### src/bus_pkg.sv
`default_nettype none

package bus_pkg;

  // Wishbone port widths
  localparam int WB_ADDR_W = 6;   // Word address
  localparam int WB_DATA_W = 16;

  // Address layout: register select above modify operation
  localparam int REG_SEL_W   = 4;
  localparam int MOD_OP_W    = 2;
  localparam int ADR_OP_LSB  = 0;                        // Bits 1..0
  localparam int ADR_SEL_LSB = ADR_OP_LSB + MOD_OP_W;    // Bits 5..2

  typedef logic [WB_ADDR_W-1:0] wb_addr_t;
  typedef logic [WB_DATA_W-1:0] wb_data_t;
  typedef logic [REG_SEL_W-1:0] reg_sel_t;
  typedef logic [MOD_OP_W-1:0]  mod_op_t;

  // Register selects, codes 7..15 unused
  localparam reg_sel_t SEL_PIN_IN    = 4'd0;
  localparam reg_sel_t SEL_PIN_OUT   = 4'd1;
  localparam reg_sel_t SEL_PIN_DIR   = 4'd2;
  localparam reg_sel_t SEL_LEDS      = 4'd3;
  localparam reg_sel_t SEL_SDM_RED   = 4'd4;  // Dimmer channels consecutive
  localparam reg_sel_t SEL_SDM_GREEN = 4'd5;
  localparam reg_sel_t SEL_SDM_BLUE  = 4'd6;

  // Modify operations
  localparam mod_op_t OP_WRITE  = 2'd0;
  localparam mod_op_t OP_CLEAR  = 2'd1;  // Clear bits set in data
  localparam mod_op_t OP_SET    = 2'd2;
  localparam mod_op_t OP_TOGGLE = 2'd3;

  // Master side of the classic bus
  typedef struct packed {
    logic     cyc;
    logic     stb;
    logic     we;
    wb_addr_t adr;
    wb_data_t dat;
  } wb_req_t;

  // Slave side
  typedef struct packed {
    logic     ack;
    wb_data_t dat;  // Zero outside read ack
  } wb_rsp_t;

  // One-cycle write command to the register groups
  typedef struct packed {
    logic     en;
    reg_sel_t sel;
    mod_op_t  op;
    wb_data_t data;
  } reg_wr_t;

endpackage

`default_nettype wire

### src/io_pkg.sv
`default_nettype none

package io_pkg;

  localparam int PIN_W       = 8;
  localparam int LED_W       = 3;   // Red, green, blue from bit 0
  localparam int SDM_W       = 16;  // Dimmer level and phase width
  localparam int SYNC_STAGES = 2;   // Pin input synchronizer depth

  typedef logic [PIN_W-1:0] pin_t;
  typedef logic [LED_W-1:0] led_t;
  typedef logic [SDM_W-1:0] sdm_t;

  // Reset values
  localparam pin_t PIN_OUT_RST = '0;
  localparam pin_t PIN_DIR_RST = '0;  // Every pin an input
  localparam led_t LEDS_RST    = '0;
  localparam sdm_t SDM_RST     = '0;  // Levels and phases

  // Read-back from the pin and LED registers
  typedef struct packed {
    pin_t pin_in;   // Synchronized
    pin_t pin_out;
    pin_t pin_dir;
    led_t leds;
  } gpio_rd_t;

  // Read-back of the dimmer levels
  typedef struct packed {
    sdm_t red;
    sdm_t green;
    sdm_t blue;
  } sdm_rd_t;

endpackage

`default_nettype wire

### src/gpio_bank.sv
`timescale 1ns/1ps
`default_nettype none

module gpio_bank (
  input  logic             clk,
  input  logic             reset_button,
  input  bus_pkg::reg_wr_t reg_wr,
  input  io_pkg::pin_t     pin_in,
  output io_pkg::pin_t     pin_out,
  output io_pkg::pin_t     pin_oe,
  output io_pkg::led_t     leds,
  output io_pkg::gpio_rd_t gpio_rd
);

  import bus_pkg::*;
  import io_pkg::*;

  pin_t                   out_q;
  pin_t                   dir_q;   // 1 drives the pin
  led_t                   leds_q;
  pin_t [SYNC_STAGES-1:0] sync_q;  // Stage 0 samples the raw pins
  logic                   wr_out;
  logic                   wr_dir;
  logic                   wr_leds;

  // Write, clear, set or toggle on a bus-wide word
  function automatic wb_data_t modify(input wb_data_t cur, input wb_data_t din,
                                      input mod_op_t op);
    wb_data_t res;
    case (op)
      OP_WRITE:  res = din;
      OP_CLEAR:  res = cur & ~din;
      OP_SET:    res = cur | din;
      OP_TOGGLE: res = cur ^ din;
      default:   res = cur;
    endcase
    return res;
  endfunction

  assign wr_out  = reg_wr.en && (reg_wr.sel == SEL_PIN_OUT);
  assign wr_dir  = reg_wr.en && (reg_wr.sel == SEL_PIN_DIR);
  assign wr_leds = reg_wr.en && (reg_wr.sel == SEL_LEDS);

  always_ff @(posedge clk) begin
    if (reset_button) begin
      out_q  <= PIN_OUT_RST;
      dir_q  <= PIN_DIR_RST;
      leds_q <= LEDS_RST;
    end else begin
      // Upper data bits drop off in the casts
      if (wr_out)
        out_q <= pin_t'(modify(wb_data_t'(out_q), reg_wr.data, reg_wr.op));
      if (wr_dir)
        dir_q <= pin_t'(modify(wb_data_t'(dir_q), reg_wr.data, reg_wr.op));
      if (wr_leds)
        leds_q <= led_t'(modify(wb_data_t'(leds_q), reg_wr.data, reg_wr.op));
    end
  end

  // Two-flop synchronizer for the async pins
  always_ff @(posedge clk) begin
    sync_q <= {sync_q[SYNC_STAGES-2:0], pin_in};
  end

  assign pin_out = out_q;
  assign pin_oe  = dir_q;
  assign leds    = leds_q;

  assign gpio_rd.pin_in  = sync_q[SYNC_STAGES-1];
  assign gpio_rd.pin_out = out_q;
  assign gpio_rd.pin_dir = dir_q;
  assign gpio_rd.leds    = leds_q;

  // Pins come out of reset undriven
  a_oe_after_reset: assert property (@(posedge clk)
    reset_button |=> (pin_oe == '0))
    else $error("pin_oe not zero after reset");

endmodule

`default_nettype wire

### src/io_board_top.sv
`timescale 1ns/1ps
`default_nettype none

module io_board_top (
  input  logic             clk,
  input  logic             reset_button,
  input  bus_pkg::wb_req_t wb_req,
  output bus_pkg::wb_rsp_t wb_rsp,
  input  io_pkg::pin_t     pin_in,
  output io_pkg::pin_t     pin_out,
  output io_pkg::pin_t     pin_oe,
  output logic             led_red,
  output logic             led_green,
  output logic             led_blue
);

  import bus_pkg::*;
  import io_pkg::*;

  reg_wr_t  reg_wr;   // Write command to both groups
  gpio_rd_t gpio_rd;
  sdm_rd_t  sdm_rd;
  led_t     leds;     // LED register into the dimmer

  wb_reg_slave u_slave (
    .clk          (clk),
    .reset_button (reset_button),
    .wb_req       (wb_req),
    .wb_rsp       (wb_rsp),
    .reg_wr       (reg_wr),
    .gpio_rd      (gpio_rd),
    .sdm_rd       (sdm_rd)
  );

  gpio_bank u_gpio (
    .clk          (clk),
    .reset_button (reset_button),
    .reg_wr       (reg_wr),
    .pin_in       (pin_in),
    .pin_out      (pin_out),
    .pin_oe       (pin_oe),
    .leds         (leds),
    .gpio_rd      (gpio_rd)
  );

  led_dimmer u_dimmer (
    .clk          (clk),
    .reset_button (reset_button),
    .reg_wr       (reg_wr),
    .leds         (leds),
    .led_red      (led_red),
    .led_green    (led_green),
    .led_blue     (led_blue),
    .sdm_rd       (sdm_rd)
  );

endmodule

`default_nettype wire

### src/led_dimmer.sv
`timescale 1ns/1ps
`default_nettype none

module led_dimmer (
  input  logic             clk,
  input  logic             reset_button,
  input  bus_pkg::reg_wr_t reg_wr,
  input  io_pkg::led_t     leds,
  output logic             led_red,
  output logic             led_green,
  output logic             led_blue,
  output io_pkg::sdm_rd_t  sdm_rd
);

  import bus_pkg::*;
  import io_pkg::*;

  sdm_t level_q [LED_W];  // Index 0 red, 1 green, 2 blue
  sdm_t phase_q [LED_W];
  led_t pulse_q;          // Registered carry per colour
  led_t led_out;

  // Sigma-delta: phase accumulates level, carry out is the pulse
  always_ff @(posedge clk) begin
    if (reset_button) begin
      for (int i = 0; i < LED_W; i++) begin
        level_q[i] <= SDM_RST;
        phase_q[i] <= SDM_RST;
      end
      pulse_q <= '0;
    end else begin
      for (int i = 0; i < LED_W; i++) begin
        // Selects follow SEL_SDM_RED in colour order, op ignored
        if (reg_wr.en && (reg_wr.sel == reg_sel_t'(SEL_SDM_RED + i)))
          level_q[i] <= reg_wr.data;
        {pulse_q[i], phase_q[i]} <= {1'b0, phase_q[i]} + {1'b0, level_q[i]};
      end
    end
  end

  assign led_out   = leds | pulse_q;  // Register bit forces the LED on
  assign led_red   = led_out[0];
  assign led_green = led_out[1];
  assign led_blue  = led_out[2];

  assign sdm_rd.red   = level_q[0];
  assign sdm_rd.green = level_q[1];
  assign sdm_rd.blue  = level_q[2];

  // A dark channel never pulses
  for (genvar g = 0; g < LED_W; g++) begin : g_sdm_chk
    a_zero_level: assert property (@(posedge clk) disable iff (reset_button)
      (level_q[g] == '0) |=> !pulse_q[g])
      else $error("pulse on channel %0d with zero level", g);
  end

endmodule

`default_nettype wire

### src/wb_reg_slave.sv
`timescale 1ns/1ps
`default_nettype none

module wb_reg_slave (
  input  logic             clk,
  input  logic             reset_button,
  input  bus_pkg::wb_req_t wb_req,
  output bus_pkg::wb_rsp_t wb_rsp,
  output bus_pkg::reg_wr_t reg_wr,
  input  io_pkg::gpio_rd_t gpio_rd,
  input  io_pkg::sdm_rd_t  sdm_rd
);

  import bus_pkg::*;

  logic     req;      // Cycle and strobe together
  logic     accept;   // Request not yet acked
  logic     ack_q;
  wb_data_t dat_q;
  wb_data_t rd_word;  // Selected read value, before the register
  reg_sel_t sel;
  mod_op_t  op;

  assign req    = wb_req.cyc & wb_req.stb;
  assign accept = req & ~ack_q;  // Held request in the ack cycle is ignored

  // Address split
  assign sel = wb_req.adr[ADR_SEL_LSB +: REG_SEL_W];
  assign op  = wb_req.adr[ADR_OP_LSB +: MOD_OP_W];

  // Write command, taken by the registers at the ack edge
  assign reg_wr.en   = accept & wb_req.we;
  assign reg_wr.sel  = sel;
  assign reg_wr.op   = op;
  assign reg_wr.data = wb_req.dat;

  // Read mux, narrow fields zero-extended
  always_comb begin
    case (sel)
      SEL_PIN_IN:    rd_word = wb_data_t'(gpio_rd.pin_in);
      SEL_PIN_OUT:   rd_word = wb_data_t'(gpio_rd.pin_out);
      SEL_PIN_DIR:   rd_word = wb_data_t'(gpio_rd.pin_dir);
      SEL_LEDS:      rd_word = wb_data_t'(gpio_rd.leds);
      SEL_SDM_RED:   rd_word = sdm_rd.red;
      SEL_SDM_GREEN: rd_word = sdm_rd.green;
      SEL_SDM_BLUE:  rd_word = sdm_rd.blue;
      default:       rd_word = '0;  // Unused selects read zero
    endcase
  end

  always_ff @(posedge clk) begin
    if (reset_button) begin
      ack_q <= 1'b0;
      dat_q <= '0;
    end else begin
      ack_q <= accept;  // One cycle after the request, never twice in a row
      if (accept && !wb_req.we)
        dat_q <= rd_word;
      else
        dat_q <= '0;    // Bus data idles at zero
    end
  end

  assign wb_rsp.ack = ack_q;
  assign wb_rsp.dat = dat_q;

  // Ack is a single pulse even for a request held past it
  a_ack_single: assert property (@(posedge clk) disable iff (reset_button)
    ack_q |=> !ack_q)
    else $error("wb ack high on two consecutive cycles");

  // No ack without a bus request the cycle before
  a_ack_after_req: assert property (@(posedge clk) disable iff (reset_button)
    ack_q |-> $past(req))
    else $error("wb ack without a preceding request");

endmodule

`default_nettype wire
### config.mk
export PLATFORM = sky130hd
export DESIGN_NAME = io_board_top
export DESIGN_NICKNAME = d
export VERILOG_FILES = /design/src/bus_pkg.sv /design/src/io_pkg.sv /design/src/gpio_bank.sv /design/src/io_board_top.sv /design/src/led_dimmer.sv /design/src/wb_reg_slave.sv
export SDC_FILE = /design/constraint.sdc
export NUM_CORES = 1
export LEC_CHECK = 0
export BUFFER_PORTS_ARGS = -buffer_cell sky130_fd_sc_hd__buf_2
export CAP_MARGIN = 20
export CELL_PAD_IN_SITES_DETAIL_PLACEMENT = 1
export CELL_PAD_IN_SITES_GLOBAL_PLACEMENT = 2
export CORE_ASPECT_RATIO = 1.2
export CORE_MARGIN = 4
export CORE_UTILIZATION = 23
export CTS_BUF_LIST = sky130_fd_sc_hd__clkbuf_2 sky130_fd_sc_hd__clkbuf_4 sky130_fd_sc_hd__clkbuf_8
export DETAILED_ROUTE_END_ITERATION = 6
export HOLD_SLACK_MARGIN = 0.02
export PLACE_DENSITY = 0.5
export SLEW_MARGIN = 25
export SYNTH_ARGS = -nofsm -noshare
export SYNTH_HDL_FRONTEND = slang
export SYNTH_SLANG_ARGS = --single-unit
### constraint.sdc
create_clock -name clk -period 3.3 [get_ports clk]
set_input_delay 0.495 -clock clk [delete_from_list [all_inputs] [get_ports clk]]
set_output_delay 0.495 -clock clk [all_outputs]
set_load 0.01 [all_outputs]
Word level (Yosys, flattened, before mapping)
Memory sizes are Yosys's and may differ from the RTL's.
Cells that the tools add are included.
Widths: inputs -> output; s select.
- bits in registers: 103
- RAM bits: 48
- memories: 1
- $add $sub $neg: 3
- equality and inequality tests: 9
- muxes and demuxes: 18
- bitwise operators: 19
- reductions and logical operators: 11
- memories (name ; words ; bits a word ; read ports ; clocked after memory_dff ; wr ports ; RTL line ; source):
    u_dimmer.level_q ; 3 ; 16 ; 3 ; 0 ; 3 ; led_dimmer.sv:18 ; sdm_t level_q [LED_W];
- operator list (kind ; count):
    $pmux 16 s7 ; 1
    $pmux 8 s4 ; 2
    $add 16x16->17 ; 3
    $mux 16 ; 3
    $and 8x8->8 ; 2
    $or 8x8->8 ; 2
    $xor 8x8->8 ; 2
    $eq 4x3->1 const B ; 3
    $pmux 3 s4 ; 1
    $mux 1 ; 11
    $eq 4x2->1 const B ; 2
    $not 8->8 ; 1
    $logic_and 1x1->1 ; 7
    $or 3x3->3 ; 2
    $eq 2x2->1 const B ; 2
    $eq 4x1->1 const B ; 1
    $logic_not 4->1 ; 1
    $and 1x1->1 ; 3
    $and 3x3->3 ; 1
    $or 1x1->1 ; 3
    $xor 3x3->3 ; 1
    $eq 2x1->1 const B ; 1
    $logic_not 2->1 ; 1
    $not 1->1 ; 2
    2 further kinds ; 2

Logic depth before layout (Yosys ltp)
- word-level depth: 8
- depth in mapped cells: 8
- mapped depth without buffers: 8

Cells and area by module
Synthesis repeated with hierarchy kept, for this count alone.
- cells, all modules: 917
- area total of the unflattened synthesis: 9146.3 µm²
- by module, submodules not included (module ; times used ; cells an instance ; area an instance (µm²) ; seq. area each (µm²)):
    led_dimmer ; 1 ; 496 ; 5138.7 ; 2462.4
    gpio_bank ; 1 ; 260 ; 2516.2 ; 700.7
    wb_reg_slave ; 1 ; 161 ; 1491.4 ; 340.3

Worst setup path before layout
No wires, ideal clock.
- kind: reg-to-reg
- start point: mem u_dimmer.level_q[0][32] (netlist name)
- end point: reg u_dimmer.phase_q[14] (netlist name)
- data arrival time: 2397 ps
- required time: 3179 ps
- slack: 782 ps
- cell stages (with the launch flop): 9
- buffers on the path: 0
- clock period less this slack: 2518 ps
- cell sequence: edfxtp_1 ha_1 fa_1 a21o_1 a311oi_2 nor2_1 a221o_1 a21oi_1 mux2_2
- RTL lines (element ; RTL line ; source):
    from (decl) ; led_dimmer.sv:18 ;
    to (signal, indexed assignment) ; led_dimmer.sv:36 ; {pulse_q[i], phase_q[i]} <= {1'b0, phase_q[i]} + {1'b0, level_q[i]};
    to (decl) ; led_dimmer.sv:19 ; sdm_t phase_q [LED_W];

==> impl_metrics.env <==
export IMPL_tns_ps=0
export IMPL_final_design_area_no_fill_um2=9468
export IMPL_core_um2=35100
export IMPL_final_layout_size_suffix_gt1_frac=0.1535
export IMPL_syn_nets=997
export IMPL_initial_core_util=0.2344
export IMPL_crit_fanout=3
export IMPL_path_class="reg2reg"
export IMPL_fin_crit_ps=2725
export IMPL_drtAntennaViolNets=0
export IMPL_reg2reg_slack_ps=570
export IMPL_path_clk_slew_ps=90
export IMPL_route_final_wire_length_um=25960
export IMPL_clock_fmax_mhz=367.0
export IMPL_synth_top_family_by_area="compound AO/OA/AOI/OAI gates"
export IMPL_cts_made_buffers=17
export IMPL_final_max_slew_viol_count=0
export IMPL_clockBufferDepth=2
export IMPL_cts_htree_levels=4
export IMPL_arrival_ps=3070
export IMPL_synth_cell_type_count=58
export IMPL_synth_mux_area_frac=0.03499
export IMPL_max_stage_delay_ps=440
export IMPL_dp_hpwl_um=20100
export IMPL_synth_compound_area_share=0.1695
export IMPL_cts_tree="done"
export IMPL_power_density_nw_per_um2=559.1
export IMPL_grt_pass1_vias=6740
export IMPL_post_route_period_util=0.8258
export IMPL_clock_latency_ps=460
export IMPL_placed_area_um2=8994
export IMPL_io_pins=71
export IMPL_wl_per_cell_um=18.54
export IMPL_cp_required_ps=3650
export IMPL_grt_max_degree=39
export IMPL_synth_cell_area_um2=8225
export IMPL_drv_cap=0
export IMPL_vias_per_cell=4.519
export IMPL_seq_area_frac_synth=0.4259
export IMPL_clkSinkCount=151
export IMPL_async_reset_ff_frac=0
export IMPL_synth_avg_cell_area_um2=9.422
export IMPL_ctsHoldBuffers=0
export IMPL_hold_viol_final=0
export IMPL_start_kind="flip-flop"
export IMPL_drc=0
export IMPL_die_w_um=180.6
export IMPL_area_delta_synth_final_pct=15.10
export IMPL_antenna_found_initial=1
export IMPL_grtUsageTotal=0.1355
export IMPL_synth_adder_area_share=0.1381
export IMPL_syn_inst=873
export IMPL_ys_flop_type="dfxtp_1"
export IMPL_synth_edf_count=48
export IMPL_utilization=0.2698
export IMPL_yosys_warnings=0
export IMPL_dr_first_iter_drc_count=304
export IMPL_gp_congestion=0.7302
export IMPL_rows=75
export IMPL_status="finished, final reports clean"
export IMPL_port_buffers=70
export IMPL_synth_xor_area_share=0.03301
export IMPL_p_leak_nw=3.964
export IMPL_dp_cells=1368
export IMPL_ys_ff_latch=151
export IMPL_ir_drop_v=0.0002100
export IMPL_dr_pass1_iters=4
export IMPL_grt_pass1_wl_um=40730
export IMPL_slew_headroom=0.5208
export IMPL_cp_end_kind="flip-flop"
export IMPL_worst_pin_slew_ps=718.8
export IMPL_path_cells="ha_1 -> fa_1 -> a21o_1 -> a311oi_2 -> nor2_1 -> a221o_1 -> a21oi_1 -> mux2_2"
export IMPL_setup_viol=0
export IMPL_finClkSkew_ps=15.27
export IMPL_hp_class="in2reg"
export IMPL_nets=1049
export IMPL_post_cts_buffers=0
export IMPL_diodes=0
export IMPL_num_vias=6326
export IMPL_cts_resized=0
export IMPL_grt_overflow=0
export IMPL_stdcell_count=1400
export IMPL_clockRootBuffer="clkbuf_8"
export IMPL_die_y_um=215.2
export IMPL_synth_simple_area_share=0.1437
export IMPL_whs_ps=133.7
export IMPL_dieArea_um2=38860
export IMPL_slowest_stage="fa_1"
export IMPL_grt_setup_unrepaired="false"
==> layout by cell type, fill, tap and decap left out, drive strengths merged, types with 5 or more instances in the layout <==
master  Yosys  layout
nand2      57      57
inv        42      45
nor2b      13      13
mux2       10      10
nand2b      7       7
o21ai      42      42
xnor2      17      17
ha         86      86
clkbuf     21      19
buf        32      86
or2         6       6
nand3      11      11
nor3       10      10
dfxtp     103     103
edfxtp     48      48
a21oi      82      82
and3        5       5
xor2       14      14
and2       19      19
o21bai      6       6
mux2i      13      13
a222oi      7       7
bufinv      0       5
a211oi     23      23
a21o       16      16
a31oi      15      15
nor2      122     122
==> critical path, delay by kind of cell (launching register included) <==
kind	cells	cell delay, ps
AO/OA/AOI/OAI	4	1030
adder cells (fa/ha/maj)	2	700
flip-flops	1	410
multiplexers	1	340
AND/OR/NAND/NOR	1	130
==> through the flow <==
| step | worst slack [ps] | power (W) |
|---|---|---|
| after floorplan | 781.9 | 0.003248 |
| after global placement | 626.8 | 0.003618 |
| after detailed placement | 620.7 | 0.003620 |
| after CTS | 547.7 | 0.005406 |
| after global routing | 390.8 | 0.005660 |
| final | 575.0 | 0.005294 |
==> cell usage after synthesis, drive strengths merged, types with 2 or more instances <==
library cell	number	area, um^2
nor2	122	457.9
dfxtp	103	2062
ha	86	1076
a21oi	82	410.4
nand2	57	214.0
edfxtp	48	1441
inv	42	157.7
o21ai	42	210.2
buf	32	214.0
a211oi	23	172.7
clkbuf	21	78.83
and2	19	118.9
xnor2	17	148.9
a21o	16	120.1
a31oi	15	93.84
xor2	14	122.6
mux2i	13	130.1
nor2b	13	81.33
nand3	11	55.05
mux2	10	112.6
nor3	10	55.05
a222oi	7	70.07
nand2b	7	43.79
o21bai	6	45.04
or2	6	37.54
and3	5	31.28
a221o	4	40.04
o21a	4	30.03
a41oi	3	26.28
fa	3	60.06
a311oi	2	23.77
a31o	2	17.52
a32oi	2	17.52
and4	2	17.52
mux4	2	45.04
nand4	2	12.51
nor3b	2	15.01
o211ai	2	15.01
or3	2	12.51
==> path summary, 6_finish.rpt <==
| check | cells after the start | to | start |
|---|---|---|---|
| min | 1 | u_gpio.sync_q[4] | pin_in[4] |
| max reg2reg | 8 | u_dimmer.phase_q[14] | u_dimmer.level_q[0][32] |
| min reg2reg | 0 | u_gpio.gpio_rd[25] | u_gpio.sync_q[6] |
| max | 8 | u_dimmer.phase_q[14] | u_dimmer.level_q[0][32] |
==> layout make-up <==
type	count	area (um^2)
clock buffers	19	255.2
clock inverters	13	219.0
fillers	4111	25630
inverters	42	157.7
multi-input cells	627	4272
flip-flops and latches	151	3503
well taps	462	578.1
repair buffers	86	483.0
==> cells by family after synthesis <==
kind of cell	Yosys count
muxes	25
AOI/OAI and AO/OA	220
buffers and inverters	95
adders and majority gates	89
and+or+nand+nor	262
xor gates and xnor gates	31
DFF	151
==> power by group <==
group,internal [W],switching [W],total (W),leakage (nW)
clock network,0.000943,0.000796,0.00174,0.234
logic,0.000571,0.000779,0.00135,2.39
registers,0.00211,0.0000910,0.00220,1.34
==> layer usage <==
metal	GRT usage	routed length, um	vias to the layer above	part of all wire
met5	0	0	-	0
met3	0.02080	590	14	0.023
li1	-	-	3174	-
met1	0.1658	11600	3067	0.45
met4	0.03429	348	0	0.013
met2	0.2475	13420	71	0.52
==> flip-flops by register name (all words and copies together), names as in the netlist <==
register	flops
u_dimmer.level_q	48
u_dimmer.phase_q	48
u_dimmer.pulse_q	3
u_gpio.gpio_rd	8
u_gpio.leds	3
u_gpio.pin_oe	8
u_gpio.pin_out	8
u_gpio.sync_q	8
u_slave.ack_q	1
u_slave.dat_q	16
(Power assumes the default switching activity.)
